[src/rtl/acore_const_pkg.sv]
package acore_const_pkg;

    // number of time-interleaved slices, also the width of one bit word
    localparam int NTI = 16;

    // phase interpolator groups, slice i sits in group i / (NTI / NOUT)
    localparam int NOUT = 4;

    // PI code width
    // upper bits pick the phase index, lower bits the interpolation fraction
    localparam int NPI = 9;

    // fraction field at the bottom of the PI code
    localparam int PI_FRAC_W = 3;

    // ADC magnitude width per slice
    localparam int NADC = 8;

endpackage

[src/rtl/bit_history.sv]
`timescale 1ns/1ns

module bit_history #(
    parameter int N_TAP = 8
) (
    input  logic                                    clk_i,
    input  logic                                    rst_n_i,
    input  logic [acore_const_pkg::NTI-1:0]         bits_i,
    output logic [acore_const_pkg::NTI+N_TAP-2:0]   hist_o
);
    import acore_const_pkg::*;

    // current word on top, tail of the previous word below it
    localparam int HIST_W = NTI + N_TAP - 1;

    logic [NTI-1:0]    word_q;
    logic [HIST_W-1:0] hist_q;

    // second stage reuses the top bits it already holds as the older tail
    always_ff @(posedge clk_i) begin
        if (!rst_n_i) begin
            word_q <= '0;
            hist_q <= '0;
        end else begin
            word_q <= bits_i;
            hist_q <= {word_q, hist_q[HIST_W-1 -: N_TAP-1]};
        end
    end

    // slice i reads hist_o[i +: N_TAP], its own bit at the top
    assign hist_o = hist_q;

endmodule

[config.mk]
export PLATFORM = sky130hd
export DESIGN_NAME = bit_history
export DESIGN_NICKNAME = d
export VERILOG_FILES = /design/src/rtl/acore_const_pkg.sv /design/src/rtl/bit_history.sv
export SDC_FILE = /design/constraint.sdc
export NUM_CORES = 1
export LEC_CHECK = 0
export ABC_CLOCK_PERIOD_IN_PS = 850
export BUFFER_PORTS_ARGS = -buffer_cell sky130_fd_sc_hd__buf_2
export CAP_MARGIN = 5
export CORE_UTILIZATION = 45
export DETAILED_ROUTE_END_ITERATION = 8
export GPL_ROUTABILITY_DRIVEN = 0
export PLACE_DENSITY = 0.75
export SLEW_MARGIN = 20
export SYNTH_ARGS = -nofsm -noshare
export SYNTH_HDL_FRONTEND = slang
export SYNTH_SLANG_ARGS = --single-unit
[constraint.sdc]
create_clock -name clk_i -period 0.85 [get_ports clk_i]
set_input_delay 0.2125 -clock clk_i [delete_from_list [all_inputs] [get_ports clk_i]]
set_output_delay 0.2125 -clock clk_i [all_outputs]
set_load 0.02 [all_outputs]
==> run summary <==
### Run status
• finished, violations left — outcome
• setup timing — violated checks

### Setup path
• flip-flop to output pin — Crit Path Category
• hist_o[18] — worst r2r src
• hist_o[18] — critical path launch point
• 0.26 ns — worst reg2reg setup slack
• buf_6 — cell breakdown of the critical path
• 1 — FF-to-FF path depth
• sky130_fd_sc_hd__dfxtp_2 — critical-path cell with the highest stage delay
• hist_o[18] — capturing instance or port of the critical path
• 1 — CP bufs+invs
• 0.64 ns — data required time at the worst endpoint
• 1 — number of stages on the worst setup path
• flip-flop — startpoint type of the worst setup path
• flip-flops — Top delay family on crit path
• hist_o[2] — worst reg2reg endpoint
• output pin — Critical Path Sink Type
• 0.79 ns — CP Data Arrival Time
• 2 — worst-path fanout max
• 0.34 ns — max incr delay on CP

### Global route
• 40 — maximum number of pins on one net before global-route repair
• 2.56 mm — wire length of the first global-routing pass
• 0 — initial antenna violation count
• 0 — final global-route overflow total
• 0.143 — GR Util All Layers
• 624 — vias in the first global route

### Finish
• 0 — antenna diode instance count
• sky130_fd_sc_hd__and2_1 — most common library cell in the layout ignoring fill and taps
• 143 — net count reported at finish
• 1480 um^2 — post-route cell area
• sky130_fd_sc_hd__and2_1 (39), sky130_fd_sc_hd__dfxtp_2 (23), sky130_fd_sc_hd__buf_6 (23) — top library cells by usage in the layout, fill and taps aside
• 40.2% — Area growth syn-to-layout
• 0.548 — fraction of final layout cells with drive strength greater than 1
• 154 — non-filler cells, final

### Yosys
• 0 — yosys synthesis warning count
• 12.9 um^2 — average cell area after synthesis
• 100 — net count after synthesis
• 82 — number of cells produced by synthesis
• 39 — number of synthesized register bits
• 4 — library cells used by synthesis
• 0.738 — sequential cell area fraction in the yosys report
• 1060 um^2 — Cell Area, Synth

### Timing
• 0.0855 ns — Hold Slack
• 1.18 — Tcrit/Tclk final
• -3.07 ns — accumulated negative setup slack
• 0 — max-slew violations
• 0 — final hold vios
• 0.713 — Rel. slew slack
• 0.00775 ns — final setup skew
• 0.430 ns — Tightest Pin Transition
• 0.999 ns — time the worst path needs with I/O delays and setup
• true — unrepaired setup endpoints after global routing
• 23 — final number of setup-violating endpoints
• -0.149 ns — post-route worst setup slack
• 1000 MHz — highest clock rate

### Floorplanning
• 0.478 — Starting Density
• 41 — I/O pin cnt
• 17 — std cell rows
• 2550 um^2 — area of the die
• 2210 um^2 — CORE AREA
• 50.5 um — DIE WIDTH
• 50.5 um — height of the die

### Clock tree
• 2 — clock buffer depth
• 0.32 ns — latest clock arrival within the worst-skew pair
• 2 — number of H-tree branching levels
• 5 — clock buffers created by TritonCTS
• 39 — count of clock tree sinks
• 0.11 ns — clock slew at reported path FFs
• sky130_fd_sc_hd__clkbuf_4 — root cell of the clock tree
• 0 — Post-CTS Setup Repair Bufs
• yes — clock tree from TritonCTS

### Power and ir drop
• 0.677 nW — Leakage
• 0.655 mW — net switching power
• 0.281 — clock power share
• 3.02 mW — post-layout total power
• 0.217 — proportion of total power due to net switching
• 0.078 — Combinational Power Share
• 2040 nW/um^2 — PwrDens
• 0.641 — Sequential Power Share
• 2.37 mW — internal power
• 1390 uV — Peak VDD IR

### Place
• 1260 um^2 — Cell Area, Placed
• 40 — buffers added on ports
• 146 — number of placed cells counting well taps

### Routing
• 646 — via count
• 4.19 — number of vias per cell after detailed routing
• 4 — first drt pass iteration count
• 10.2 um — routed length per placed instance
• 0 — Post-DRT Antenna Nets
• 1 — DRC violation total after the first TritonRoute iteration
• 0 — count of unresolved DRC violations after routing
• 1.57 mm — Routed Wire Length

### Hold path
• input port to flip-flop — kind of path behind the tightest hold check
• 2 — cell count of the worst hold path

### Flow run
• 0 — maximum capacitance violations

==> worst min-delay path by stage <==
| stage | start | slack [ns] | endpoint |
|---|---|---|---|
| global placement | word_q[12] | 0.41 | hist_o[19] |
| finish | bits_i[14] | 0.09 | word_q[14] |
| detailed placement | word_q[14] | 0.42 | hist_o[21] |
| floorplan | bits_i[14] | 0.33 | word_q[14] |
| global route | bits_i[7] | 0.07 | word_q[7] |
| CTS | bits_i[14] | 0.08 | word_q[14] |
==> power groups by stage <==
| stage | logic (mW) | clock network [mW] | registers [mW] |
|---|---|---|---|
| global route | 0.257 | 0.964 | 1.95 |
| finish | 0.237 | 0.849 | 1.94 |
| floorplan | 0.0718 | 0 | 2.01 |
| detailed placement | 0.194 | 0 | 1.97 |
| global placement | 0.189 | 0 | 1.96 |
| CTS | 0.239 | 0.876 | 1.94 |
==> sequential cells by signal (all words and copies together) (netlist names) <==
register / count
hist_o: 23
word_q: 16
==> final cells by class <==
type                       count  area [um^2]
clock buffer                   7         45.0
sequential                    39          810
clock inverter                 1         5.00
timing repair buffer          40          344
multi-input combinational     39          244
tap                           28         35.0
fill                         181          729
==> cell families after synthesis <==
family | count (synthesis) | share of synthesized area
buf+inv | 4 | 0.0308
flops | 39 | 0.738
simple gates | 39 | 0.231
==> synth_stat cells, drive strengths merged <==
library cell	number	share of area
and2	39	0.23
buf	2	0.021
clkbuf	2	0.0095
dfxtp	39	0.74
==> layer usage <==
metal  part of all wire  GRT usage
met5                  0          0
met4             0.0089     0.0833
met3              0.093     0.0788
met2               0.49      0.240
met1               0.40      0.137
==> per-stage QoR <==
stage | util | setup WS, ns
after floorplan | - | 0.185
after global placement | 0.570 | 0.0196
after detailed placement | 0.570 | -0.0109
after CTS | 0.670 | -0.159
after global routing | 0.670 | -0.190
final | 0.670 | -0.149
==> what timing repair did <==
action	4_1_cts	5_1_grt
resized for setup	68	1
hold buffers	0	0
gates cloned	0	0
endpoints found under the setup margin	23	23
Note: power is estimated with default switching activity, not from simulation.
