[src/rtl/acore_const_pkg.sv]
package acore_const_pkg;

    // number of time-interleaved slices, also the width of one bit word
    localparam int NTI = 16;

    // phase interpolator groups, slice i sits in group i / (NTI / NOUT)
    localparam int NOUT = 4;

    // PI code width
    // upper bits pick the phase index, lower bits the interpolation fraction
    localparam int NPI = 9;

    // fraction field at the bottom of the PI code
    localparam int PI_FRAC_W = 3;

    // ADC magnitude width per slice
    localparam int NADC = 8;

endpackage

[src/rtl/chan_func_pkg.sv]
package chan_func_pkg;

    // signed pulse-response word
    localparam int FUNC_DATA_WIDTH = 18;

    // table address is {tap index, phase index}
    localparam int FUNC_ADDR_W = 9;

    // phase index in the low part of the address
    localparam int FUNC_PHASE_W = 6;

    // entries per bank
    localparam int FUNC_DEPTH = 512;

endpackage

[src/rtl/pi_interp.sv]
`timescale 1ns/1ns

module pi_interp #(
    parameter int N_TAP = 8
) (
    input  logic                                          clk_i,
    input  logic                                          rst_n_i,
    input  logic        [acore_const_pkg::NPI-1:0]           ctl_pi_i,

    // table read side
    output logic        [chan_func_pkg::FUNC_ADDR_W-1:0]     raddr_o [N_TAP],
    input  logic signed [chan_func_pkg::FUNC_DATA_WIDTH-1:0] rdata_0_i [N_TAP],
    input  logic signed [chan_func_pkg::FUNC_DATA_WIDTH-1:0] rdata_1_i [N_TAP],

    // interpolated pulse sample per tap
    output logic signed [chan_func_pkg::FUNC_DATA_WIDTH-1:0] sample_o [N_TAP]
);
    import acore_const_pkg::*;
    import chan_func_pkg::*;

    localparam int TAP_W  = FUNC_ADDR_W - FUNC_PHASE_W;
    localparam int PROD_W = FUNC_DATA_WIDTH + PI_FRAC_W + 1;

    logic [NPI-1:0]          code_q;
    logic [PI_FRAC_W-1:0]    frac_q;
    logic [FUNC_PHASE_W-1:0] phase;

    // fraction follows the code by one cycle so it meets the read data
    always_ff @(posedge clk_i) begin
        if (!rst_n_i) begin
            code_q <= '0;
            frac_q <= '0;
        end else begin
            code_q <= ctl_pi_i;
            frac_q <= code_q[PI_FRAC_W-1:0];
        end
    end

    assign phase = code_q[NPI-1:PI_FRAC_W];

    for (genvar k = 0; k < N_TAP; k++) begin : g_tap
        logic signed [PROD_W-1:0] prod;
        logic signed [PROD_W-1:0] interp;

        assign raddr_o[k] = {TAP_W'(k), phase};

        // sample + slope * frac / 8
        assign prod   = rdata_1_i[k] * $signed({1'b0, frac_q});
        assign interp = rdata_0_i[k] + (prod >>> PI_FRAC_W);

        always_ff @(posedge clk_i) begin
            if (!rst_n_i) begin
                sample_o[k] <= '0;
            end else begin
                sample_o[k] <= interp[FUNC_DATA_WIDTH-1:0];
            end
        end
    end

endmodule

[config.mk]
export PLATFORM = sky130hd
export DESIGN_NAME = pi_interp
export DESIGN_NICKNAME = d
export VERILOG_FILES = /design/src/rtl/acore_const_pkg.sv /design/src/rtl/chan_func_pkg.sv /design/src/rtl/pi_interp.sv
export SDC_FILE = /design/constraint.sdc
export NUM_CORES = 1
export LEC_CHECK = 0
export ABC_AREA = 1
export BUFFER_PORTS_ARGS = -buffer_cell sky130_fd_sc_hd__clkbuf_2
export CORE_MARGIN = 1.5
export CORE_UTILIZATION = 38
export CTS_CLUSTER_DIAMETER = 60
export DETAILED_ROUTE_END_ITERATION = 8
export PLACE_DENSITY = 0.67
export SLEW_MARGIN = 30
export SYNTH_ARGS = -nofsm -noshare
export SYNTH_HDL_FRONTEND = slang
export SYNTH_SLANG_ARGS = --single-unit
[constraint.sdc]
create_clock -name clk_i -period 4.6 [get_ports clk_i]
set_input_delay 0.92 -clock clk_i [delete_from_list [all_inputs] [get_ports clk_i]]
set_output_delay 0.92 -clock clk_i [all_outputs]
set_load 0.05 [all_outputs]
==> results.md <==
- DR WL/cell: 13.7 um
- Total of fill cells in the finished design: 7941
- Std cell rows: 100
- Wire length of the first global-routing pass: roughly 130000 um
- Total congestion overflow: 0
- Critical register-to-register path startpoint: frac_q[1]
- Final WS setup: 0.336 ns
- Upper clock frequency limit: 0.235 GHz
- Commonest register cell after synthesis: sky130_fd_sc_hd__dfxtp_1
- Initial antenna violation count: 25
- Kind of launch point of the worst setup path: flip-flop
- Die span in x: 279 um
- Category of the most critical setup path: flip-flop to flip-flop
- WP buf/inv: 6
- Clock tree from TritonCTS: done
- Worst-case clock skew: 0.0256 ns
- Iteration-0 DRC Markers: 1526
- Depth of the worst register-to-register path: 26
- Most common library cell in the layout ignoring fill and taps: sky130_fd_sc_hd__nand2_1
- TritonRoute pass-1 iters: 6
- Warning count from the yosys run: 0
- Outcome: finished, final reports clean
- Placed inst area: 32700 um^2
- Count of endpoints failing setup in the final report: 0
- Slew HR: 0.496
- Power density relative to cell area: 189 nW/um^2
- Synthesis-stage register bit count: 156
- Final routed wirelength across all metal layers: ~84000 um
- Async SR Flop Fraction: 0
- Capturing element type of the critical path: flip-flop
- Insertion delay to the later sink of the worst-skew pair: ~0.5 ns
- Max stage delay cell, worst path: sky130_fd_sc_hd__fa_1
- TritonCTS sink count: roughly 160
- Number of max-cap violations: 0
- All-layer global routing usage: 0.215
- Quantity of hold-fixing buffers added after cts: 0
- Dominant cell type by count on the critical path: sky130_fd_sc_hd__nand2_1
- Initial core utilization: 0.386
- Pin count of the biggest net entering global routing: 56
- CTS buffer count: 17
- Dpl ws: 0.0130 ns
- Layout Utilization: 0.447
- Post-detailed-placement half-perimeter wirelength: 72300 um
- Unique cell type count in the Yosys netlist: between 40 and 50
- Ranking of synthesized cells by area: sky130_fd_sc_hd__ha_1 (18%), sky130_fd_sc_hd__nand2_1 (16%), sky130_fd_sc_hd__inv_1 (15%)
- Maximum buffer depth of the clock tree: 2
- Number of DRC violations after detailed routing: 0
- Synthesized instance count: around 4.6k
- Average footprint of a synthesized cell: 6.22 um^2
- Routability-driven placement congestion ratio: 0.942
- Via count of the first global-routing pass: approximately 28k
- Number of top-level design ports: 515
- Top library cells by usage in the layout, fill and taps aside: sky130_fd_sc_hd__nand2_1 (1265), sky130_fd_sc_hd__inv_1 (1189), sky130_fd_sc_hd__clkbuf_2 (489), sky130_fd_sc_hd__ha_1 (424), sky130_fd_sc_hd__a21oi_1 (321)
- Die area: 77700 um^2
- Post-synth design cell area: 28900 um^2
- Hold Path Origin: code_q[1]
- Post-synth top area cell: sky130_fd_sc_hd__ha_1
- Transition time of the tightest slew-check pin: 0.756 ns
- Smallest hold slack: just over 0.4 ns
- CTS Root Cell: sky130_fd_sc_hd__clkbuf_16
- Area added between synthesis and finish: 15.8%
- Depth of the CTS H-tree: 4
- Peak supply drop: 0.233 mV
- Class of the worst hold path: flip-flop to flip-flop
- Crit path max-delay family: adder cells
- Post-route cell area: 33500 um^2
- Remaining number of nets flagged by the antenna check after routing: 0
- Core area: 74800 um^2
- Fraction of layout cells with a size suffix above 1: 0.134
- WP data arrival: roughly 4.7 ns
- Hold Crit Depth: 2
- Total power of the final layout: roughly 6.3 mW
- Leak Pwr: 22.0 nW
- Share of the synthesized area in the top cell type: 0.184
- Crit Reg-Reg Endpoint: sample_o[53]
- Number of flops mapped to enable cells by yosys: 0
- Setup slack on the worst flop-to-flop path: 0.34 ns
- Final Slew Violations: 0
- Number of nets in the final layout: roughly 6.0k
- Sequential cell area in the final layout: 3130 um^2
- Final critical-path required period: 4.26 ns
- Number of hold violations in the final report: 0
- Highest net fanout along the worst path: 12
- Worst endpoint required time: 5.03 ns
- Sequential element share of the synthesized area: 0.108
- Number of port buffers: slightly below 500
- Area used by multi-input combinational logic: roughly 20000 um^2
- Largest stage delay on the critical path: between 0.4 and 0.5 ns
- Vias post-DR: 28.8k
- End point of the worst hold path: frac_q[1]
- Clock-pin transition on the worst setup and hold timing paths: 0.07 ns
- Final worst-path cycle share: 0.927
- Die outline height: about 280 um
- Vias per cell: 4.69
==> worst max-delay path by stage <==
stage	from	end	slack, ns	cells past startpoint
floorplan	rdata_1_i[73]	sample_o[88]	0.46	26
global placement	rdata_1_i[27]	sample_o[34]	0.05	22
finish	frac_q[1]	sample_o[53]	0.34	26
CTS	frac_q[1]	sample_o[88]	0.22	27
global route	frac_q[1]	sample_o[142]	-0.02	23
detailed placement	rdata_1_i[3]	sample_o[17]	0.01	24
==> state kept, by name, summed over array words and instances (netlist names) <==
name / flops
frac_q: 3
code_q: 9
sample_o: 144
==> logic make-up (layout without fill, tap and decap cells) <==
logic type	after synthesis	in the layout	share of synthesized area
AO/OA/AOI/OAI	603	603	0.120
adder cells (fa/ha/maj)	576	576	0.289
AND/OR/NAND/NOR	1866	1866	0.264
XOR/XNOR	115	115	0.0351
other	2	39	0.000260
flip-flops	156	156	0.108
buffers and inverters	1326	1823	0.183
==> where the power goes <==
| part | switching [mW] | internal, mW | leakage, nW |
|---|---|---|---|
| sequential | 0.0742 | 1.53 | 1.30 |
| combinational | 2.20 | 0.970 | 20.5 |
| clock | 0.715 | 0.828 | 0.272 |
| total | 2.99 | 3.33 | 22.0 |
==> Yosys cell counts, types with 2 or more instances <==
| library cell | n |
|---|---|
| sky130_fd_sc_hd__o21bai_4 | 6 |
| sky130_fd_sc_hd__o21ai_1 | 8 |
| sky130_fd_sc_hd__and3_1 | 4 |
| sky130_fd_sc_hd__nor3_1 | 27 |
| sky130_fd_sc_hd__buf_2 | 16 |
| sky130_fd_sc_hd__nand4_1 | 19 |
| sky130_fd_sc_hd__xor2_1 | 92 |
| sky130_fd_sc_hd__fa_1 | 152 |
| sky130_fd_sc_hd__nor4_1 | 9 |
| sky130_fd_sc_hd__buf_1 | 5 |
| sky130_fd_sc_hd__o21a_1 | 23 |
| sky130_fd_sc_hd__conb_1 | 2 |
| sky130_fd_sc_hd__nand3_4 | 6 |
| sky130_fd_sc_hd__a21o_1 | 32 |
| sky130_fd_sc_hd__buf_4 | 74 |
| sky130_fd_sc_hd__nor2_1 | 304 |
| sky130_fd_sc_hd__nor2_4 | 6 |
| sky130_fd_sc_hd__nand3_1 | 190 |
| sky130_fd_sc_hd__nor2_2 | 2 |
| sky130_fd_sc_hd__nand3_2 | 12 |
| sky130_fd_sc_hd__o21ai_0 | 122 |
| sky130_fd_sc_hd__xnor2_1 | 22 |
| sky130_fd_sc_hd__o21ai_2 | 8 |
| sky130_fd_sc_hd__a31o_2 | 2 |
| sky130_fd_sc_hd__o21bai_1 | 31 |
| sky130_fd_sc_hd__a211oi_1 | 7 |
| sky130_fd_sc_hd__inv_1 | 1190 |
| sky130_fd_sc_hd__clkbuf_1 | 38 |
| sky130_fd_sc_hd__and2_1 | 9 |
| sky130_fd_sc_hd__dfxtp_1 | 156 |
| sky130_fd_sc_hd__nand2_2 | 3 |
| sky130_fd_sc_hd__a21boi_1 | 2 |
| sky130_fd_sc_hd__nand3b_1 | 7 |
| sky130_fd_sc_hd__a21boi_0 | 5 |
| sky130_fd_sc_hd__a21oi_2 | 7 |
| sky130_fd_sc_hd__nand2_1 | 1265 |
| sky130_fd_sc_hd__ha_1 | 424 |
| sky130_fd_sc_hd__o31ai_1 | 7 |
| sky130_fd_sc_hd__a21oi_1 | 321 |
| sky130_fd_sc_hd__a31oi_1 | 20 |
==> routing by layer <==
metal | global-route usage | up-vias | share of wire
li1 | - | 15100 | -
met1 | 0.266 | 12900 | 0.44
met2 | 0.373 | 684 | 0.47
met3 | 0.0472 | 119 | 0.063
met4 | 0.0601 | 26 | 0.023
met5 | 0 | - | 0.0019
==> tightest hold or removal path: cells and delay by family, from the launching register on <==
kind / cells / cell delay (ns)
buffers and inverters: 1 / 0.03
DFF: 1 / 0.30
and+or+nand+nor: 1 / 0.05
==> layout make-up <==
class / count / share of cell area
antenna: 15 / 0.00112
clock buffer: 22 / 0.0139
clock inverter: 10 / 0.00351
inverter: 1191 / 0.134
multi-input combinational: 3184 / 0.615
sequential: 156 / 0.0936
tap: 969 / 0.0362
timing repair buffer: 600 / 0.103
==> timing repair <==
item,in CTS,in global routing
buffers inserted,0,5
setup endpoints to repair,0,33
gates resized for setup,0,11
==> per-stage QoR <==
step | TNS [ns] | cells
2_1_floorplan | 0 | 4666
6_report | 0 | 6147
3_5_place_dp | 0 | 6094
5_1_grt | -0.0335 | 6141
4_1_cts | 0 | 6126
3_3_place_gp | 0 | 6094
Note: power is estimated with default switching activity, not from simulation.
