$ cat config.mk
export PLATFORM = sky130hd
export DESIGN_NAME = slice_adc
export DESIGN_NICKNAME = d
export VERILOG_FILES = /design/src/rtl/acore_const_pkg.sv /design/src/rtl/chan_func_pkg.sv /design/src/rtl/slice_adc.sv
export SDC_FILE = /design/constraint.sdc
export NUM_CORES = 1
export LEC_CHECK = 0
export BUFFER_PORTS_ARGS = -buffer_cell sky130_fd_sc_hd__buf_2
export CAP_MARGIN = 40
export CORE_MARGIN = 2
export CORE_UTILIZATION = 40
export CTS_CLUSTER_SIZE = 10
export DETAILED_ROUTE_END_ITERATION = 8
export PLACE_DENSITY_LB_ADDON = 0.15
export SYNTH_ARGS = -nofsm -noshare
export SYNTH_HDL_FRONTEND = slang
export SYNTH_SLANG_ARGS = --single-unit
export TNS_END_PERCENT = 50
$ cat constraint.sdc
create_clock -name clk_i -period 32.7 [get_ports clk_i]
set_clock_uncertainty 0.2 [all_clocks]
set_input_delay 3.27 -clock clk_i [delete_from_list [all_inputs] [get_ports clk_i]]
set_output_delay 3.27 -clock clk_i [all_outputs]
set_load 0.02 [all_outputs]
$ cat src/rtl/acore_const_pkg.sv
package acore_const_pkg;

    // number of time-interleaved slices, also the width of one bit word
    localparam int NTI = 16;

    // phase interpolator groups, slice i sits in group i / (NTI / NOUT)
    localparam int NOUT = 4;

    // PI code width
    // upper bits pick the phase index, lower bits the interpolation fraction
    localparam int NPI = 9;

    // fraction field at the bottom of the PI code
    localparam int PI_FRAC_W = 3;

    // ADC magnitude width per slice
    localparam int NADC = 8;

endpackage

$ cat src/rtl/chan_func_pkg.sv
package chan_func_pkg;

    // signed pulse-response word
    localparam int FUNC_DATA_WIDTH = 18;

    // table address is {tap index, phase index}
    localparam int FUNC_ADDR_W = 9;

    // phase index in the low part of the address
    localparam int FUNC_PHASE_W = 6;

    // entries per bank
    localparam int FUNC_DEPTH = 512;

endpackage

$ cat src/rtl/slice_adc.sv
`timescale 1ns/1ns

module slice_adc #(
    parameter int N_TAP     = 8,
    parameter int ADC_SHIFT = 6
) (
    input  logic                                          clk_i,
    input  logic                                          rst_n_i,

    // bits_i[N_TAP-1] is this slice's bit and lower bits are older
    input  logic        [N_TAP-1:0]                          bits_i,
    input  logic signed [chan_func_pkg::FUNC_DATA_WIDTH-1:0] sample_i [N_TAP],

    output logic        [acore_const_pkg::NADC-1:0]          mag_o,
    output logic                                          sign_o
);
    import acore_const_pkg::*;
    import chan_func_pkg::*;

    // headroom for N_TAP signed terms
    localparam int SUM_W = FUNC_DATA_WIDTH + $clog2(N_TAP) + 1;
    localparam logic [SUM_W-1:0] MAG_MAX = SUM_W'((1 << NADC) - 1);

    logic signed [SUM_W-1:0] sum;
    logic        [SUM_W-1:0] abs_sum;
    logic        [SUM_W-1:0] shifted;
    logic        [SUM_W-1:0] mag_sat;

    // tap k pairs with the bit k positions back and a 0 counts as -1
    always_comb begin
        sum = '0;
        for (int k = 0; k < N_TAP; k++) begin
            if (bits_i[N_TAP-1-k]) begin
                sum = sum + SUM_W'(sample_i[k]);
            end else begin
                sum = sum - SUM_W'(sample_i[k]);
            end
        end
    end

    always_comb begin
        abs_sum = sum[SUM_W-1] ? SUM_W'(-sum) : SUM_W'(sum);
        shifted = abs_sum >> ADC_SHIFT;
        mag_sat = (shifted > MAG_MAX) ? MAG_MAX : shifted;
    end

    always_ff @(posedge clk_i) begin
        if (!rst_n_i) begin
            mag_o  <= '0;
            sign_o <= 1'b0;
        end else begin
            mag_o  <= mag_sat[NADC-1:0];
            // zero counts as positive
            sign_o <= ~sum[SUM_W-1];
        end
    end

    // registered magnitude picks the ADC step that holds the previous sum
    // full scale only needs the lower bound
    a_mag_matches_sum: assert property (@(posedge clk_i) disable iff (!rst_n_i)
        !$isunknown(abs_sum) |=>
            ((SUM_W'(mag_o) << ADC_SHIFT) <= $past(abs_sum)) &&
            ((mag_o == NADC'(MAG_MAX)) ||
             ($past(abs_sum) < ((SUM_W'(mag_o) + 1) << ADC_SHIFT))))
        else $error("slice_adc: magnitude 0x%0h does not match the sum", mag_o);

endmodule
==> reports/qor.csv, run 1 <==
metric,value,unit
status,"complete, no violations",
syn-num-nets,1765,
synth_edf_count,0,
critPathMaxStageDelay,0.60,ns
via_per_inst,5.42,
synthDistinctLibCells,81,
cp_top_family,compound AO/OA/AOI/OAI gates,
fillers,2614,
synthAdderAreaFrac,20.0,%
dp.final_hpwl,24000,um
synth_compound_area_share,25.8,%
vias,10500,
hold_buffers,0,
drive_above_1_share,13.4,%
die_h,165,um
clkTransAtPathRegs,0.04,ns
htree_levels,1,
fp.dieW,165,um
grt_use_total,19.8,%
placedCellCount,1922,
worst_pin_slew,0.908,ns
wl,27300,um
cp-start-kind,input pin,
place_congestion,0.876,
antenna_found_initial,2,
arrival,14.22,ns
tns,0,ns
drv_slew,0,
cts_num_sinks,9,
netlist_instances,1449,
grt_max_degree,22,
synth_xor_area_share,23.8,%
rsz0062_at_grt,false,
synthArstFlopShare,0,%
clock_path_buffers,2,
cts_inserted_buffers,3,
cp_data_required_time,32.62,ns
ys_seq_area_share,1.73,%
min_path_type,in -> reg,
synth.top_cells.by_count,"nor2_1, a21oi_1, ha_1",
cts-root-buf,clkbuf_16,
synth_top_family_by_area,compound AO/OA/AOI/OAI gates,
die-area,27300,sq um
synth_area_leaders,"ha_1, xor2_1, xnor2_1",
min_period,14.29,ns
min_period_over_period,43.7,%
hold-worst-slack,3.16,ns
netlist_area,10400,sq um
drt_iter0_drc,455,
grt_pass1_wl,45500,um
tritoncts,built,
slowest_stage,or4b_2,
yosysMostFrequentCell,nor2_1,
cts_resized,0,
maxCapViolations,0,
gr-total-overflow,0,
first_pass_iters,5,
path_class,in -> reg,
ant_nets,0,
start_util,41.0,%
area_delta_synth_final,11.9,%
synth_top_area_share,18.7,%
fin_cells,1927,
end_kind,register,
yosys.area.top_type,ha_1,
placement.io_buffers,162,
route.detailed.drc,0,
setup_violations,0,
coreArea,25300,sq um
post_cts_buffers,0,
hold_viol,0,
cp_num_buf_inv,1,
fin_nets,1913,
rows,58,
grt_pass1_vias,9648,
muxShareOfSynthArea,1.94,%
yosys.area_share.simple,23.0,%
wire_per_inst,14.2,um
num_io_pins,163,
synth_ff_type,dfxtp_1,
synth_seq_cells,9,
maxSlewHeadroom,38.9,%
syn_area_per_cell,7.17,sq um
cp_max_fo,21,
fmax,70.0,MHz
yosys_warnings,0,
==> final timing paths <==
kind	cells after the start	endpoint	startpoint	slack, ns
max	49	mag_o[0]	bits_i[6]	18.41
min	2	mag_o[4]	rst_n_i	3.16
==> sequential cells by signal, indices dropped and copies added (netlist names) <==
name    count
mag_o       8
sign_o      1
==> per-stage QoR <==
step | setup WS [ns] | utilization (%) | cell area (sq um)
floorplan | 19.15 | - | 10400
global placement | 18.42 | 45.5 | 11500
detailed placement | 18.37 | 45.6 | 11500
CTS | 18.52 | 45.9 | 11600
global route | 17.41 | 45.9 | 11600
finish | 18.41 | 45.9 | 11600
==> kinds of logic (layout without fill, tap and decap cells) <==
group | Yosys count | count (layout)
flops | 9 | 9
compound gates | 425 | 425
xor+xnor | 270 | 270
other cells | 0 | 1
fa+ha+maj | 162 | 162
mux | 18 | 18
simple gates | 464 | 464
buf+inv | 101 | 248
==> cells in the final DEF (no fill, tap or decap), types with 46 or more instances in the layout <==
cell,synthesis,layout
nor2_1,169,169
buf_2,0,162
a21oi_1,157,157
ha_1,155,155
xor2_1,148,148
xnor2_1,113,113
inv_1,79,79
nand2_1,62,62
a21o_1,56,56
nor3_1,56,56
o21ai_0,46,46
==> cell type report <==
| cell class | instances | area, sq um | share of cell area [%] |
|---|---|---|---|
| inverter | 81 | 304 | 2.61 |
| clock buffer | 4 | 78.8 | 0.678 |
| sequential | 9 | 180 | 1.55 |
| tap | 330 | 413 | 3.55 |
| antenna | 1 | 2.50 | 0.0215 |
| multi-input combinational | 1339 | 9830 | 84.5 |
| timing repair buffer | 163 | 822 | 7.07 |
==> layer usage <==
metal  GRT usage (%)  share of wire [%]  vias up
met3            1.12                3.4       18
met1            28.3                 51     4684
met5               0              0.051        -
met2            33.8                 45      165
met4            2.06               0.83        2
li1                -                  -     5584
Power of run 1 is left out: the tool's default activity adds up to more than one toggle a clock period on the data nets, which glitch-free logic cannot reach.
==> run 2: changes to the inputs <==
- ABC_AREA: not set -> 1
- clock period: 32.7 -> 14.85 ns (I/O delays scaled with it)
==> reports/qor.csv, run 2 <==
metric,value,unit,change
status,"complete, no violations",,
netlist_area,10700,sq um,+3.1%
post_cts_buffers,0,,unchanged
ys_seq_area_share,1.68,%,-0.053 points
hold_buffers,0,,unchanged
hp-start,rst_n_i,,
synth.top_cells.by_count,"nand2_1, inv_1, xor2_1",,
worst_pin_slew,0.860,ns,-0.0488 ns
cts_num_sinks,9,,unchanged
grt_use_total,20.6,%,+0.74 points
drive_above_1_share,12.2,%,-1.2 points
area_delta_synth_final,11.5,%,
placement.io_buffers,162,,unchanged
final_common_cell,nand2_1,,
hold_viol,0,,unchanged
grt_pass1_wl,49300,um,+8.2%
maxSlewHeadroom,42.0,%,+3.1 points
crit_end,mag_o[0],,
cts_inserted_buffers,3,,unchanged
arrival,11.55,ns,-2.67 ns
tritoncts,built,,
fin_nets,2239,,+17%
synthArstFlopShare,0,%,unchanged
cp_max_fo,15,,-29%
num_io_pins,163,,unchanged
netlist_instances,1770,,+22%
reg_top3,"mag_o x8, sign_o x1",,
die_h,168,um,+1.5%
cp_common_cell,nand2_1,,
clock_path_buffers,2,,unchanged
drv_slew,0,,unchanged
layout_common_cells,"nand2_1, inv_1, xor2_1",,
startpoint,bits_i[7],,
synth_edf_count,0,,unchanged
min_path_type,in -> reg,,
grt_max_degree,17,,-23%
place_congestion,0.923,,+5.5%
top_register,mag_o,,
largest_reg_flops,8,,unchanged
syn-num-nets,2086,,+18%
antenna_cells,0,,-1
cts_resized,0,,unchanged
grt_pass1_vias,10800,,+12%
min_period,11.62,ns,
clkTransAtPathRegs,0.04,ns,about the same
synthDistinctLibCells,54,,-33%
cts-root-buf,clkbuf_16,,
synth_ff_type,dfxtp_1,,
gr-total-overflow,0,,unchanged
synth_seq_cells,9,,unchanged
tns,0,ns,unchanged
critPathMaxStageDelay,0.39,ns,-0.21 ns
end_kind,register,,
route.detailed.drc,0,,unchanged
wl,29600,um,+8.3%
start_util,40.9,%,-0.13 points
wire_per_inst,13.1,um,-7.6%
yosysMostFrequentCell,nand2_1,,
syn_area_per_cell,6.06,sq um,-16%
antenna_found_initial,0,,-2
dp.final_hpwl,26600,um,+11%
maxCapViolations,0,,unchanged
rows,59,,+1.7%
rsz0062_at_grt,false,,
synth_area_leaders,"ha_1, xor2_1, nand2_1",,
cp-start-kind,input pin,,
coreArea,26200,sq um,+3.5%
path_class,in -> reg,,
drt_iter0_drc,542,,+19%
yosys_warnings,0,,unchanged
synth_top_area_share,18.1,%,-0.57 points
htree_levels,1,,unchanged
first_pass_iters,7,,+2
die-area,28100,sq um,+3.1%
setup_violations,0,,unchanged
slowest_stage,ha_1,,
fmax,86.1,MHz,
min_period_over_period,78.2,%,
cp_data_required_time,14.78,ns,-17.84 ns
ant_nets,0,,unchanged
via_per_inst,5.11,,-5.8%
fp.dieW,168,um,+1.5%
vias,11500,,+10%
yosys.area.top_type,ha_1,,
-- run 2: cell type report --
cell class,count,area [sq um]
Timing Repair Buffer,162,811
Tap cell,335,419
Multi-Input combinational cell,1517,9600
Sequential cell,9,180
Inverter,230,866
Fill cell,2879,14200
Clock buffer,4,78.8
-- run 2: worst min-delay path by stage --
stage,to,slack (ns),cells past startpoint
floorplan,mag_o[0],1.52,3
global placement,sign_o,1.59,3
detailed placement,sign_o,1.59,3
CTS,mag_o[2],1.35,3
global route,sign_o,1.36,3
finish,sign_o,1.35,3
-- run 2: through the flow --
stage / hold WS [ns] / setup WS [ns] / cell area [sq um] / util, % / std cells
6_report: 1.35 / 3.23 / 12000 / 45.6 / 2257
5_1_grt: 1.36 / 2.15 / 12000 / 45.6 / 2257
4_1_cts: 1.35 / 3.26 / 12000 / 45.6 / 2257
3_5_place_dp: 1.59 / 3.08 / 11900 / 45.3 / 2253
3_3_place_gp: 1.59 / 3.06 / 11900 / 45.3 / 2253
2_1_floorplan: 1.52 / 4.40 / 10700 / - / 1770
-- run 2: worst max-delay path: cells and delay by family --
| kind | cells | cell delay, ns |
|---|---|---|
| AOI/OAI and AO/OA | 17 | 3.25 |
| and+or+nand+nor | 21 | 2.59 |
| adders and majority gates | 7 | 2.39 |
| xor gates and xnor gates | 6 | 1.09 |
| buffers and inverters | 6 | 0.71 |
-- run 2: cell families after synthesis --
logic type	Yosys count	share of synthesized area (%)
buffers and inverters	244	8.74
adder cells (fa/ha/maj)	162	19.4
AND/OR/NAND/NOR	747	30.5
AO/OA/AOI/OAI	338	17.5
flip-flops	9	1.68
XOR/XNOR	270	22.1
-- run 2: per-layer routing --
layer  wire, um  track usage, %  vias to the layer above
met1      14400            27.8                     5126
met4        291            2.61                        0
met2      13900            37.3                      233
li1           -               -                     6158
met5          0               0                        -
met3        993           0.780                       18
Power of run 2 is left out for the same reason.
==> run 3: changes to the inputs <==
- clock period: 14.85 -> 10.4 ns (I/O delays scaled with it)
==> reports/qor.csv, run 3 (synthesis gave the netlist of run 2 again) <==
metric,value,unit,change
min_period,10.02,ns,
fin_nets,2385,,+6.5%
ant_nets,0,,unchanged
setup_violations,0,,unchanged
drive_above_1_share,26.6,%,+14 points
antenna_cells,0,,unchanged
min_path_type,in -> reg,,
maxCapViolations,0,,unchanged
wire_per_inst,13.3,um,+1.0%
hold-worst-slack,0.905,ns,-0.445 ns
drt_iter0_drc,561,,+3.5%
cp_common_cell,a21oi_2,,
start_util,40.9,%,unchanged
rsz0062_at_grt,true,,
fmax,99.8,MHz,
worst_pin_slew,0.806,ns,-0.0535 ns
num_io_pins,163,,unchanged
final_common_cell,nand2_1,,
grt_use_total,20.8,%,+0.26 points
path_class,in -> reg,,
via_per_inst,5.10,,-0.16%
hold_buffers,0,,unchanged
die-area,28100,sq um,unchanged
cts-root-buf,clkbuf_16,,
largest_reg_flops,8,,unchanged
rows,59,,unchanged
vias,12300,,+6.3%
tns,0,ns,unchanged
coreArea,26200,sq um,unchanged
end_kind,register,,
die_h,168,um,unchanged
first_pass_iters,9,,+2
cp_max_fo,8,,-7
arrival,9.95,ns,-1.60 ns
drv_slew,0,,unchanged
cts_inserted_buffers,3,,unchanged
hold_viol,0,,unchanged
wl,31800,um,+7.6%
place_congestion,0.880,,-4.7%
final_area,14000,sq um,+17%
grt_max_degree,17,,unchanged
setup_slack,0.383,ns,-2.85 ns
violations,DRC,,
critPathMaxStageDelay,0.38,ns,about the same
fp.dieW,168,um,unchanged
route.detailed.drc,1,,+1
dp.final_hpwl,27300,um,+2.8%
tritoncts,built,,
layout_common_cells,"nand2_1, inv_1, xor2_1",,
cts_num_sinks,9,,unchanged
maxSlewHeadroom,45.6,%,+3.6 points
area_delta_synth_final,30.5,%,
top_register,mag_o,,
antenna_found_initial,0,,unchanged
status,"finished, violations left",,
cp-start-kind,input pin,,
dpl_cell_area,12600,sq um,+6.4%
gr-total-overflow,0,,unchanged
htree_levels,1,,unchanged
slowest_stage,ha_1,,
cp_data_required_time,10.33,ns,-4.45 ns
min_period_over_period,96.3,%,
grt_pass1_vias,11100,,+2.8%
grt_pass1_wl,50100,um,+1.6%
clock_path_buffers,2,,unchanged
place_ws,-0.367,ns,-3.44 ns
reg_top3,"mag_o x8, sign_o x1",,
placement.io_buffers,162,,unchanged
clkTransAtPathRegs,0.04,ns,about the same
run 3: changes by cell type in the layout (fill, tap and decap cells not counted), moves of 13 or more:
cell,change
nand2_1,-22
a21oi_1,-53
a21oi_2,+50
nor2_1,-13
ha_1,-15
buf_4,+139
o21ai_2,+18
o21ai_0,-29
nand2_2,+21
run 3: layout make-up:
type	count	area, sq um
Fill cell	2679	12200
Multi-Input combinational cell	1518	10500
Timing Repair Buffer	307	1960
Inverter	230	881
Tap cell	335	419
Sequential cell	9	180
Clock buffer	4	78.8
run 3: what timing repair did:
item                                    CTS  global route
gates resized for setup                   5           240
setup buffers                             0            44
endpoints found under the setup margin    8             9
pin swaps                                 0           118
cloned                                    0             1
run 3: final timing paths:
| path | from | end | slack (ns) | cells after the start |
|---|---|---|---|---|
| hold / removal | rst_n_i | sign_o | 0.91 | 3 |
| setup / recovery | sample_i[109] | mag_o[0] | 0.38 | 62 |
run 3: worst max-delay path: cells and delay by family:
family,cells,cell delay (ns)
AO/OA/AOI/OAI,16,2.06
XOR/XNOR,7,1.17
adder cells (fa/ha/maj),8,2.51
buffers and inverters,10,0.84
AND/OR/NAND/NOR,21,2.31
run 3: stage by stage:
stage | cells | util (%)
4_1_cts | 2358 | 48.6
2_1_floorplan | 1770 | -
6_report | 2403 | 53.4
3_5_place_dp | 2354 | 48.2
5_1_grt | 2403 | 53.4
3_3_place_gp | 2354 | 48.2
run 3: metal layers:
layer / share of wire, % / GRT usage [%] / routed length (um) / vias to the layer above
met1: 47 / 28.1 / 14900 / 5528
met2: 49 / 38.0 / 15500 / 248
met3: 3.4 / 0.615 / 1070 / 24
li1: - / - / - / 6462
met5: 0 / 0 / 0 / -
met4: 1.2 / 2.53 / 398 / 0
Power of run 3 is left out for the same reason.
